$ cat src/common/mbox_pkg.sv
// Mailbox bridge definitions
package mbox_pkg;

    // ------------------------------------------------------------
    // widths
    // ------------------------------------------------------------
    localparam int ADDR_W     = 15;
    localparam int DATA_W     = 32;
    localparam int MB_NUM     = 8;
    localparam int MB_IDX_W   = 3;
    localparam int RMT_ADDR_W = 28;

    // ------------------------------------------------------------
    // address map
    // ------------------------------------------------------------
    localparam logic [ADDR_W-1:0] MB_LOW  = 15'h2000;
    localparam logic [ADDR_W-1:0] MB_HIGH = 15'h201F;
    localparam logic [ADDR_W-1:0] AA_LOW  = 15'h2100;
    localparam logic [ADDR_W-1:0] AA_HIGH = 15'h2107;

    // answer for reads outside the register map
    localparam logic [DATA_W-1:0] UNSUPP_RDATA = 32'hFFFF_FFFF;

    // tuser code of a two-beat remote write
    localparam logic [1:0] RMT_USER_WR = 2'b01;

    // ------------------------------------------------------------
    // enums
    // ------------------------------------------------------------
    typedef enum logic {LS_WR, LS_RD} ls_op_e;

    typedef enum logic [2:0] {IDLE, DECIDE, EXEC, RESPOND, IRQ} ctrl_state_e;

    typedef enum logic {SRC_LS, SRC_SS} src_e;

    typedef enum logic [2:0] {
        OP_NONE,
        OP_MB_WR,
        OP_MB_RD,
        OP_AA_WR,
        OP_AA_RD,
        OP_UNSUPP_RD
    } reg_op_e;

    // ------------------------------------------------------------
    // structs
    // ------------------------------------------------------------
    // local request, 48 bits
    typedef struct packed {
        ls_op_e            op;
        logic [ADDR_W-1:0] addr;
        logic [DATA_W-1:0] wdata;
    } ls_req_t;

    // one stream beat, 34 bits
    typedef struct packed {
        logic [DATA_W-1:0] data;
        logic [1:0]        user;
    } rmt_beat_t;

    // assembled remote write, 60 bits
    typedef struct packed {
        logic [RMT_ADDR_W-1:0] addr;
        logic [DATA_W-1:0]     data;
    } rmt_wr_t;

    typedef struct packed {
        reg_op_e             op;
        logic [MB_IDX_W-1:0] idx;
        logic [DATA_W-1:0]   wdata;
        logic                remote;
    } reg_cmd_t;

endpackage
$ cat src/hdl/mbox_bridge.sv
// Mailbox register bridge top
`timescale 1ns/10ps

module mbox_bridge
    import mbox_pkg::*;
#(
    parameter int FIFO_DEPTH = 8
) (
    input  logic              axi_aclk,
    input  logic              axi_aresetn,
    input  logic              bk_ls_wstart,
    input  logic [ADDR_W-1:0] bk_ls_waddr,
    input  logic [DATA_W-1:0] bk_ls_wdata,
    input  logic              bk_ls_rstart,
    input  logic [ADDR_W-1:0] bk_ls_raddr,
    output logic              bk_ls_ready,
    output logic [DATA_W-1:0] bk_ls_rdata,
    output logic              bk_ls_rdone,
    input  logic [DATA_W-1:0] bk_ss_data,
    input  logic [1:0]        bk_ss_user,
    input  logic              bk_ss_valid,
    output logic              bk_ss_ready,
    output logic              axi_interrupt
);

    ls_req_t           ls_in;
    ls_req_t           ls_head;
    logic              ls_valid;
    logic              ls_pop;
    rmt_beat_t         ss_in;
    rmt_beat_t         ss_head;
    logic              ss_valid;
    logic              ss_pop;
    logic              rmt_valid;
    logic              rmt_take;
    rmt_wr_t           rmt;
    logic              reg_cmd_valid;
    reg_cmd_t          reg_cmd;
    logic [DATA_W-1:0] rd_data;
    logic              irq_req;

    // write wins when both start pulses are high
    assign ls_in.op    = bk_ls_wstart ? LS_WR : LS_RD;
    assign ls_in.addr  = bk_ls_wstart ? bk_ls_waddr : bk_ls_raddr;
    assign ls_in.wdata = bk_ls_wstart ? bk_ls_wdata : '0;

    assign ss_in.data = bk_ss_data;
    assign ss_in.user = bk_ss_user;

    req_fifo #(.WIDTH($bits(ls_req_t)), .FIFO_DEPTH(FIFO_DEPTH)) fifo_ls (
        .axi_aclk    (axi_aclk),
        .axi_aresetn (axi_aresetn),
        .in_valid    (bk_ls_wstart | bk_ls_rstart),
        .in_data     (ls_in),
        .in_ready    (bk_ls_ready),
        .out_valid   (ls_valid),
        .out_data    (ls_head),
        .out_ready   (ls_pop)
    );

    // a beat moves only when valid and ready are both high
    req_fifo #(.WIDTH($bits(rmt_beat_t)), .FIFO_DEPTH(FIFO_DEPTH)) fifo_ss (
        .axi_aclk    (axi_aclk),
        .axi_aresetn (axi_aresetn),
        .in_valid    (bk_ss_valid & bk_ss_ready),
        .in_data     (ss_in),
        .in_ready    (bk_ss_ready),
        .out_valid   (ss_valid),
        .out_data    (ss_head),
        .out_ready   (ss_pop)
    );

    stream_assembler u_asm (
        .axi_aclk    (axi_aclk),
        .axi_aresetn (axi_aresetn),
        .beat_valid  (ss_valid),
        .beat        (ss_head),
        .beat_pop    (ss_pop),
        .rmt_valid   (rmt_valid),
        .rmt         (rmt),
        .rmt_take    (rmt_take)
    );

    mbox_ctrl u_ctrl (
        .axi_aclk      (axi_aclk),
        .axi_aresetn   (axi_aresetn),
        .ls_valid      (ls_valid),
        .ls_req        (ls_head),
        .ls_pop        (ls_pop),
        .rmt_valid     (rmt_valid),
        .rmt           (rmt),
        .rmt_take      (rmt_take),
        .reg_cmd_valid (reg_cmd_valid),
        .reg_cmd       (reg_cmd),
        .rd_data       (rd_data),
        .bk_ls_rdata   (bk_ls_rdata),
        .bk_ls_rdone   (bk_ls_rdone),
        .irq_req       (irq_req)
    );

    mbox_regs u_regs (
        .axi_aclk      (axi_aclk),
        .axi_aresetn   (axi_aresetn),
        .reg_cmd_valid (reg_cmd_valid),
        .reg_cmd       (reg_cmd),
        .irq_req       (irq_req),
        .rd_data       (rd_data),
        .axi_interrupt (axi_interrupt)
    );

endmodule

$ cat src/mbox/mbox_regs.sv
// Mailbox and attention registers
`timescale 1ns/10ps

module mbox_regs
    import mbox_pkg::*;
(
    input  logic              axi_aclk,
    input  logic              axi_aresetn,
    input  logic              reg_cmd_valid,
    input  reg_cmd_t          reg_cmd,
    input  logic              irq_req,
    output logic [DATA_W-1:0] rd_data,
    output logic              axi_interrupt
);

    logic [DATA_W-1:0] mb_q [MB_NUM];
    logic              irq_en;
    logic              irq_sts;
    logic              aa_sel_sts;

    assign aa_sel_sts = reg_cmd.idx[0];

    // ------------------------------------------------------------
    // register updates
    // ------------------------------------------------------------
    always_ff @(posedge axi_aclk or negedge axi_aresetn) begin
        if (!axi_aresetn) begin
            for (int i = 0; i < MB_NUM; i++) begin
                mb_q[i] <= '0;
            end
            irq_en        <= 1'b0;
            irq_sts       <= 1'b0;
            axi_interrupt <= 1'b0;
        end else begin
            if (reg_cmd_valid && reg_cmd.op == OP_MB_WR) begin
                mb_q[reg_cmd.idx] <= reg_cmd.wdata;
            end
            if (reg_cmd_valid && reg_cmd.op == OP_AA_WR) begin
                if (!aa_sel_sts) begin
                    irq_en <= reg_cmd.wdata[0];
                end else if (reg_cmd.wdata[0]) begin
                    // status is write-one-to-clear
                    irq_sts <= 1'b0;
                end
            end
            // remote mailbox write, only when enabled
            axi_interrupt <= irq_req && irq_en;
            if (irq_req && irq_en) begin
                irq_sts <= 1'b1;
            end
        end
    end

    // read data, one cycle after the command
    always_ff @(posedge axi_aclk) begin
        if (reg_cmd_valid) begin
            case (reg_cmd.op)
                OP_MB_RD: rd_data <= mb_q[reg_cmd.idx];
                OP_AA_RD: rd_data <= {{(DATA_W-1){1'b0}}, aa_sel_sts ? irq_sts : irq_en};
                default:  rd_data <= rd_data;
            endcase
        end
    end

    // decoder only lets word offsets 0 and 4 through
    a_aa_index: assert property (
        @(posedge axi_aclk) disable iff (!axi_aresetn)
        reg_cmd_valid && (reg_cmd.op inside {OP_AA_WR, OP_AA_RD}) |-> reg_cmd.idx <= 1
    ) else $error("mbox_regs: attention index out of range");

    a_remote_mb_only: assert property (
        @(posedge axi_aclk) disable iff (!axi_aresetn)
        reg_cmd_valid && reg_cmd.remote |-> reg_cmd.op == OP_MB_WR
    ) else $error("mbox_regs: remote command other than mailbox write");

endmodule

$ cat src/mbox/mbox_ctrl.sv
// Mailbox request controller
`timescale 1ns/10ps

module mbox_ctrl
    import mbox_pkg::*;
(
    input  logic              axi_aclk,
    input  logic              axi_aresetn,
    input  logic              ls_valid,
    input  ls_req_t           ls_req,
    output logic              ls_pop,
    input  logic              rmt_valid,
    input  rmt_wr_t           rmt,
    output logic              rmt_take,
    output logic              reg_cmd_valid,
    output reg_cmd_t          reg_cmd,
    input  logic [DATA_W-1:0] rd_data,
    output logic [DATA_W-1:0] bk_ls_rdata,
    output logic              bk_ls_rdone,
    output logic              irq_req
);

    ctrl_state_e state;
    ctrl_state_e next_state;
    src_e        last_src;
    logic        pick_ss;
    logic        served;
    logic        cmd_is_rd;
    logic        cmd_is_rmt_wr;
    reg_cmd_t    cmd_next;

    // ------------------------------------------------------------
    // round robin and decode, used in DECIDE
    // ------------------------------------------------------------
    assign pick_ss = rmt_valid && (!ls_valid || last_src == SRC_LS);

    always_comb begin
        cmd_next        = '0;
        cmd_next.op     = OP_NONE;
        cmd_next.remote = pick_ss;
        if (pick_ss) begin
            // remote side may only write the mailbox
            cmd_next.idx   = rmt.addr[4:2];
            cmd_next.wdata = rmt.data;
            if (rmt.addr >= RMT_ADDR_W'(MB_LOW) && rmt.addr <= RMT_ADDR_W'(MB_HIGH)) begin
                cmd_next.op = OP_MB_WR;
            end
        end else begin
            cmd_next.idx   = ls_req.addr[4:2];
            cmd_next.wdata = ls_req.wdata;
            if (ls_req.addr >= MB_LOW && ls_req.addr <= MB_HIGH) begin
                cmd_next.op = (ls_req.op == LS_WR) ? OP_MB_WR : OP_MB_RD;
            end else if (ls_req.addr >= AA_LOW && ls_req.addr <= AA_HIGH) begin
                cmd_next.op = (ls_req.op == LS_WR) ? OP_AA_WR : OP_AA_RD;
            end else if (ls_req.op == LS_RD) begin
                cmd_next.op = OP_UNSUPP_RD;
            end
        end
    end

    // ------------------------------------------------------------
    // FSM
    // ------------------------------------------------------------
    assign cmd_is_rd     = reg_cmd.op inside {OP_MB_RD, OP_AA_RD, OP_UNSUPP_RD};
    assign cmd_is_rmt_wr = reg_cmd.remote && (reg_cmd.op == OP_MB_WR);

    always_comb begin
        next_state = state;
        case (state)
            IDLE:    if (ls_valid || rmt_valid) next_state = DECIDE;
            DECIDE:  next_state = EXEC;
            EXEC: begin
                if (cmd_is_rd) begin
                    next_state = RESPOND;
                end else if (cmd_is_rmt_wr) begin
                    next_state = IRQ;
                end else begin
                    next_state = IDLE;
                end
            end
            RESPOND: next_state = IDLE;
            IRQ:     next_state = IDLE;
            default: next_state = IDLE;
        endcase
    end

    always_ff @(posedge axi_aclk or negedge axi_aresetn) begin
        if (!axi_aresetn) begin
            state         <= IDLE;
            last_src      <= SRC_SS;
            reg_cmd       <= '0;
            reg_cmd_valid <= 1'b0;
        end else begin
            state         <= next_state;
            reg_cmd_valid <= 1'b0;
            if (state == DECIDE) begin
                last_src      <= pick_ss ? SRC_SS : SRC_LS;
                reg_cmd       <= cmd_next;
                // nothing to tell the registers for a dropped request
                reg_cmd_valid <= (cmd_next.op != OP_NONE);
            end
        end
    end

    // served item leaves its queue on the way back to IDLE
    assign served   = (state != IDLE) && (next_state == IDLE);
    assign ls_pop   = served && (last_src == SRC_LS);
    assign rmt_take = served && (last_src == SRC_SS);

    assign irq_req = (state == IRQ);

    // register read data arrives in RESPOND
    assign bk_ls_rdone = (state == RESPOND);
    assign bk_ls_rdata = (reg_cmd.op == OP_UNSUPP_RD) ? UNSUPP_RDATA : rd_data;

    a_rdone_pulse: assert property (
        @(posedge axi_aclk) disable iff (!axi_aresetn)
        bk_ls_rdone |=> !bk_ls_rdone
    ) else $error("mbox_ctrl: rdone longer than one cycle");

endmodule

$ cat src/hdl/stream_assembler.sv
// Remote write assembler
`timescale 1ns/10ps

module stream_assembler
    import mbox_pkg::*;
(
    input  logic      axi_aclk,
    input  logic      axi_aresetn,
    input  logic      beat_valid,
    input  rmt_beat_t beat,
    output logic      beat_pop,
    output logic      rmt_valid,
    output rmt_wr_t   rmt,
    input  logic      rmt_take
);

    logic                  have_addr;
    logic [RMT_ADDR_W-1:0] addr_q;
    logic                  wr_beat;

    // no pops while a finished write waits for the controller
    assign beat_pop = beat_valid && (!rmt_valid || rmt_take);
    assign wr_beat  = beat_pop && (beat.user == RMT_USER_WR);

    always_ff @(posedge axi_aclk or negedge axi_aresetn) begin
        if (!axi_aresetn) begin
            have_addr <= 1'b0;
            rmt_valid <= 1'b0;
        end else begin
            if (rmt_take) begin
                rmt_valid <= 1'b0;
            end
            // other tuser values fall through and are dropped
            if (wr_beat) begin
                have_addr <= !have_addr;
                if (have_addr) begin
                    rmt_valid <= 1'b1;
                end
            end
        end
    end

    // address beat, then data beat completes the pair
    always_ff @(posedge axi_aclk) begin
        if (wr_beat && !have_addr) begin
            addr_q <= beat.data[RMT_ADDR_W-1:0];
        end
        if (wr_beat && have_addr) begin
            rmt.addr <= addr_q;
            rmt.data <= beat.data;
        end
    end

    a_rmt_stable: assert property (
        @(posedge axi_aclk) disable iff (!axi_aresetn)
        rmt_valid && !rmt_take |=> $stable(rmt)
    ) else $error("stream_assembler: rmt changed while waiting");

endmodule

$ cat src/hdl/req_fifo.sv
// Synchronous request FIFO
`timescale 1ns/10ps

module req_fifo #(
    parameter int WIDTH      = 32,
    parameter int FIFO_DEPTH = 8
) (
    input  logic             axi_aclk,
    input  logic             axi_aresetn,
    input  logic             in_valid,
    input  logic [WIDTH-1:0] in_data,
    output logic             in_ready,
    output logic             out_valid,
    output logic [WIDTH-1:0] out_data,
    input  logic             out_ready
);

    localparam int PTR_W = $clog2(FIFO_DEPTH);

    logic [WIDTH-1:0] mem [FIFO_DEPTH];
    logic [PTR_W-1:0] wr_ptr;
    logic [PTR_W-1:0] rd_ptr;
    logic [PTR_W:0]   count;
    logic             push;
    logic             pop;

    assign in_ready  = (count != FIFO_DEPTH[PTR_W:0]);
    assign out_valid = (count != '0);
    assign out_data  = mem[rd_ptr];

    // full FIFO drops the push
    assign push = in_valid && in_ready;
    assign pop  = out_ready && out_valid;

    // storage
    always_ff @(posedge axi_aclk) begin
        if (push) begin
            mem[wr_ptr] <= in_data;
        end
    end

    // pointers wrap on their own, depth is a power of two
    always_ff @(posedge axi_aclk or negedge axi_aresetn) begin
        if (!axi_aresetn) begin
            wr_ptr <= '0;
            rd_ptr <= '0;
            count  <= '0;
        end else begin
            if (push) begin
                wr_ptr <= wr_ptr + 1'b1;
            end
            if (pop) begin
                rd_ptr <= rd_ptr + 1'b1;
            end
            case ({push, pop})
                2'b10:   count <= count + 1'b1;
                2'b01:   count <= count - 1'b1;
                default: count <= count;
            endcase
        end
    end

    // producer must hold off while the FIFO is full
    a_no_push_when_full: assert property (
        @(posedge axi_aclk) disable iff (!axi_aresetn)
        in_valid |-> in_ready
    ) else $error("req_fifo: push while full");

endmodule

$ cat config.mk
export PLATFORM = sky130hd
export DESIGN_NAME = mbox_bridge
export DESIGN_NICKNAME = d
export VERILOG_FILES = /design/src/common/mbox_pkg.sv /design/src/hdl/mbox_bridge.sv /design/src/mbox/mbox_regs.sv /design/src/mbox/mbox_ctrl.sv /design/src/hdl/stream_assembler.sv /design/src/hdl/req_fifo.sv
export SDC_FILE = /design/constraint.sdc
export NUM_CORES = 1
export LEC_CHECK = 0
export BUFFER_PORTS_ARGS = -buffer_cell sky130_fd_sc_hd__buf_2
export CAP_MARGIN = 10
export CORE_ASPECT_RATIO = 0.7
export CORE_MARGIN = 8
export CORE_UTILIZATION = 45
export CTS_BUF_LIST = sky130_fd_sc_hd__clkbuf_16
export DETAILED_ROUTE_END_ITERATION = 16
export HOLD_SLACK_MARGIN = 0.06
export PLACE_DENSITY_LB_ADDON = 0.25
export SYNTH_ARGS = -nofsm -noshare
export SYNTH_HDL_FRONTEND = slang
export SYNTH_SLANG_ARGS = --single-unit
$ cat constraint.sdc
create_clock -name axi_aclk -period 6.3 [get_ports axi_aclk]
set_clock_uncertainty 0.05 [all_clocks]
set_input_delay 0.63 -clock axi_aclk [delete_from_list [all_inputs] [get_ports axi_aclk]]
set_output_delay 0.63 -clock axi_aclk [all_outputs]
set_load 0.02 [all_outputs]
# == Word level (Yosys, flattened, before mapping) ==
# Memory sizes are Yosys's and may differ from the RTL's.
# Cells that the tools add are included.
# W data, S select, Z words.
# op_classes
add_sub_neg,8
magnitude_cmp,8
n_eq_ne,16
muxes,38
bitwise,5
reduce_logical,42
# op_table
cell,count
$bwmux W256,1
$mux W32,5
$bmux W32 S3,1
$demux W32 S3,1
$pmux W32 S2,1
$mux W38,1
$ge A15 B14 Y1 const B,2
$le A15 B14 Y1 const B,2
$ge A28 B14 Y1 const B,1
$le A28 B14 Y1 const B,1
$mux W3,7
$logic_and A1 B1 Y1,20
$mux W1,16
$pmux W4 S2,2
$mux W15,1
$add A3 B1 Y3 const B,4
$eq A3 B2 Y1 const B,4
$reduce_bool A2 Y1,6
$eq A3 B3 Y1 const B,3
$pmux W3 S3,1
$reduce_bool A3 Y1,3
$add A4 B1 Y4 const B,2
$ne A4 B4 Y1 const B,2
$reduce_bool A4 Y1,2
other kinds (16),28
# totals
register_bits,445
ramBits,656
inputBits,101
output_inout_bits,36
elab_cells,149
memories,2
# mem_list
memory,depth,width,rd,rd_ports_with_merged_regs,wr,line_no,source
fifo_ls.mem,8,48,1,0,1,req_fifo.sv:20,logic [WIDTH-1:0] mem [FIFO_DEPTH];
fifo_ss.mem,8,34,1,0,1,req_fifo.sv:20,

# == Logic depth before layout (Yosys ltp) ==
# logic_depth
ltp_word,13
mapped_depth,13
depth_no_buf,12

# == Cells and area by module ==
# A second synthesis with hierarchy kept.
# hier_totals
cells_unflattened,2381
hier_area_um2,44502.7
# by_module_without_submodules
module,instances,cells_per_inst,area_each_um2,seq_area_each_um2
req_fifo at fifo_ls,1,620,15143.3,11781.3
mbox_regs,1,893,12858.6,7442.1
req_fifo at fifo_ss,1,459,10887.9,8418.1
stream_assembler,1,99,2760.1,2692.6
mbox_ctrl,1,255,2423.6,1102.3
mbox_bridge,1,55,429.2,0.0

# == Least setup slack after synthesis ==
# No wires, ideal clock.
# synth_path
path_kind,register to register
start,reg fifo_ls.count[0]
end,mem fifo_ls.mem[0][0] (netlist bit) (enable)
setup_time_ns,0.506
t_arrival_ns,4.158
t_required_ns,5.744
path_slack_ns,1.586
stages_incl_launch_ff,6
n_path_buf,0
period_less_slack_ns,4.714
path_cell_list,dfrtp_1 > nor3_1 > nand2_1 > o21a_1 > nand2b_1 > nor3_1
# synth_via
elab_chain_len,4
# synth_lines
element,line_no,source
"start, declared",req_fifo.sv:23,logic [PTR_W:0] count;
"start signal, assigned",req_fifo.sv:56,2'b10: count <= count + 1'b1;
"start signal, assigned",req_fifo.sv:57,2'b01: count <= count - 1'b1;
"start signal, assigned",req_fifo.sv:58,default: count <= count;
$ne A4 B4 Y1,req_fifo.sv:27,assign in_ready = (count != FIFO_DEPTH[PTR_W:0]);
named net bk_ls_ready,mbox_bridge.sv:16,"output logic bk_ls_ready,"
$logic_and A1 B1 Y1,req_fifo.sv:32,assign push = in_valid && in_ready;
$mux W1,req_fifo.sv:37,if (push) begin
$mux W1 (implied by the code),req_fifo.sv:38,mem[wr_ptr] <= in_data;
"end, declared",req_fifo.sv:20,
# The timed path passes the listed nets, and every way through them passes these cells.

# == Worst setup path after layout ==
# layout_path
start,reg fifo_ls.rd_ptr[2]
end,"reg, netlist name u_ctrl.reg_cmd[36]"
# layout_via
elab_chain_len,6
elab_cells_between_ends,13
classes_between,order compare (4); mux (6); reduce/logical (2); memory (1)
# layout_lines
element,line_no,source
"start, declared",req_fifo.sv:22,logic [PTR_W-1:0] rd_ptr;
"start signal, assigned",req_fifo.sv:53,rd_ptr <= rd_ptr + 1'b1;
$mem_v2 Z8 W48 *,-,
$ge A15 B14 Y1 or $le A15 B14 Y1 (tied branches),mbox_ctrl.sv:53,end else if (ls_req.addr >= AA_LOW && ls_req.addr <= AA_HIGH) begin
$logic_and A1 B1 Y1,mbox_ctrl.sv:53,
$mux W3,mbox_ctrl.sv:53,
$mux W3 *,mbox_ctrl.sv:51,if (ls_req.addr >= MB_LOW && ls_req.addr <= MB_HIGH) begin
$mux W38 *,mbox_ctrl.sv:41,if (pick_ss) begin
# Mark *: on every way between the ends. The rest lies on a longest branch, timed or not.
# A chain may end at the register's enable or synchronous reset.

==> run metrics <==
CP max stage delay 0.80 ns; yosys warns 0; clock sink count 1081; CTS tree yes; Crit. End Element register; maximum VDD drop 0.2570 mV; CP Launch Type register; Final Worst Setup Slack 2.314 ns; CP delay by family, top simple AND/OR/NAND/NOR gates; Yosys cell types 57; row count 94; post-CTS sizing 0; Max transition margin 24.57%; DR iter-0 viols 1874; Hold Crit Class input pin to register; Total GRT Usage 18.41%; routed len/inst 25.39 um; Post-Place Setup Slack 2.296 ns; area of the multi-input gates 10930 um2; DIE HEIGHT 272.3 um; first-pass GRT wire length 145400 um; initial antenna violation count 5; worst-margin pin slew 1.131 ns; Hold Violations, Final 0; io pins 137; # port buffers 132; asr flop ratio synth 30.06%; largest net degree at the start of global routing 114; Slew Limit Fails 0; DRT Wirelength 96670 um; Worst Path Arrival 4.55 ns; worst-path fanout max 22; Bufs on Longest Clock Path 3; Power Dens Cells 473.6 nW/um2; synthesized area per cell 18.24 um2; number of global-route vias before repair 22657; Buf+Inv Stages, Crit Path 2; flops & latches, synth 1081; grt total ovfl 0; die area 104100 um2; Setup Crit Path Kind register to register; Placer Congestion 0.7467; Synth Instances 2316; Synth Flop Type edfxtp_1; Filler cells 7539; Via-to-Cell Ratio 5.687; DRT Pass-1 Iters 5; Final Cycle Share 63.27%; CTS Buf Count 103; Clock transition at path regs 0.07 ns; root buf cell clkbuf_16; CP cell instances clkinv_2, buf_4, a2111oi_0, nor3_1, nand4_1, nor4_1, ha_1, nand2_1, nor3b_1, a211oi_2; Core ar. 93500 um2; fin area 47840 um2; Setup TNS 0 ns; Synth-to-Final Area Change 13.27%; Register Area 30850 um2; ANT nets after route 0; Slowest cell on crit path nor4_1; Setup Fix Bufs, Post-CTS 0; Max Freq 0.2509 GHz; Final Util 51.17%; Mapped Nets 2430; Chip Width 382.2 um; Post-route DRC 0; RSZ-0062 raised after global routing no; fin crit period 3.986 ns; post-DP HPWL 55880 um; H-tree depth 3; Post-synth EDFFs 756; status finished clean; Starting Density 45.17%; Final #Nets 2584; dpl cell area 44450 um2; leak pwr 17.88 nW; routed via count 21650; final setup fails 0; Clock Latency Late Sink 0.72 ns; cts hold-fix bufs 1; max-cap viol count 0; Mapped Area 42240 um2; share of layout cells above drive strength 1 31.73%; Critical Path RT 6.86 ns; Seq/Total Area, Yosys 73.00%
## layout make-up
class / instances / share of cell area [%]
antenna: 3 / 0.01569
multi-input combinational: 1087 / 22.85
timing repair buffer: 182 / 2.218
tap: 1248 / 3.264
sequential: 1081 / 64.48
clock buffer: 104 / 5.440
inverter: 15 / 0.1203
clock inverter: 87 / 1.616
## cell usage in the layout (no fill, tap or decap), drive strengths merged, types with 11 or more instances in the layout
master	instances
clkinv	53
edfxtp	756
and2	34
o21ai	44
a21oi	47
nand2b	44
mux2i	46
a22o	32
ha	11
inv	34
nor3	23
nor2	65
a221oi	31
a22oi	63
mux4	141
dfrtp	324
nand2	76
clkbuf	104
a31oi	33
nor4	12
buf	181
mux2	306
## registers in the layout, indices dropped and copies added (netlist names)
register              cells
u_asm.have_addr           1
fifo_ls.rd_ptr            3
fifo_ls.mem             368
u_regs.rd_data           32
fifo_ss.rd_ptr            3
u_ctrl.reg_cmd_valid      1
u_ctrl.last_src           1
u_asm.rmt                58
u_asm.addr_q             26
u_regs.irq_en             1
fifo_ls.count             4
u_regs.axi_interrupt      1
u_regs.mb_q             256
fifo_ss.count             4
fifo_ss.mem             272
u_ctrl.reg_cmd           39
u_asm.rmt_valid           1
fifo_ls.wr_ptr            3
u_ctrl.state              3
fifo_ss.wr_ptr            3
u_regs.irq_sts            1
## synthesized netlist by cell type (all sizes together) (7+ instances only)
cell type    n  area, um2
nor3        23      120.1
xnor2        9      78.83
nand2       76      285.3
nor3b        7      52.55
and2        34      212.7
xor2         8      70.07
buf         62      301.5
a21oi       47      235.2
clkbuf      71      266.5
o21ai       44      220.2
a221oi      31      271.5
dfrtp      324       8108
mux2       306       3446
nor2        65      244.0
a22oi       63      473.0
inv         14      52.55
a22o        32      280.3
a31oi       33      206.5
nand2b      44      275.3
mux2i       46      460.4
mux4       141       3187
nor4        12      75.07
ha          11      137.6
edfxtp     756      22700
## routing by layer
| layer | GRT usage, % | up-vias | routed length [um] |
|---|---|---|---|
| li1 | - | 9447 | - |
| met1 | 26.04 | 11532 | 43660 |
| met2 | 29.81 | 532 | 46340 |
| met3 | 3.619 | 133 | 4916 |
| met4 | 3.977 | 6 | 1717 |
| met5 | 0 | - | 37 |
## final timing paths
path,startpoint,to,slack (ns),depth (start not counted)
setup / recovery,fifo_ls.rd_ptr[2],u_ctrl.reg_cmd[36],2.31,10
hold / removal,bk_ss_data[7],fifo_ss.mem[2][9],0.14,1
setup reg to reg,fifo_ls.rd_ptr[2],u_ctrl.reg_cmd[36],2.31,10
hold reg to reg,u_asm.addr_q[11],u_asm.rmt[43],0.34,0
max in group asynchronous,axi_aresetn,fifo_ls.rd_ptr[0],4.15,3
min in group asynchronous,axi_aresetn,u_regs.mb_q[90],0.53,2
## logic make-up after synthesis
family / Yosys count / share of synthesized area (%)
mux: 493 / 16.79
fa+ha+maj: 13 / 0.4206
buf+inv: 148 / 1.478
flops: 1081 / 73.00
compound gates: 271 / 4.411
simple gates: 293 / 3.543
xor+xnor: 17 / 0.3525
## through the flow
stage               hold WS [ns]  cells  total power, mW
global route             0.09576   3804            23.73
finish                    0.1385   3807            22.66
detailed placement        0.3554   3612            16.77
global placement          0.3507   3612            16.49
floorplan                 0.2844   2316            14.52
CTS                      0.07662   3804            22.90
## report_power, final
group	internal, mW	total, mW	switching (mW)
logic	2.46	5.79	3.33
registers	9.59	10.7	1.16
clock network	3.43	6.12	2.69
Power figures use the tool's default switching activity.
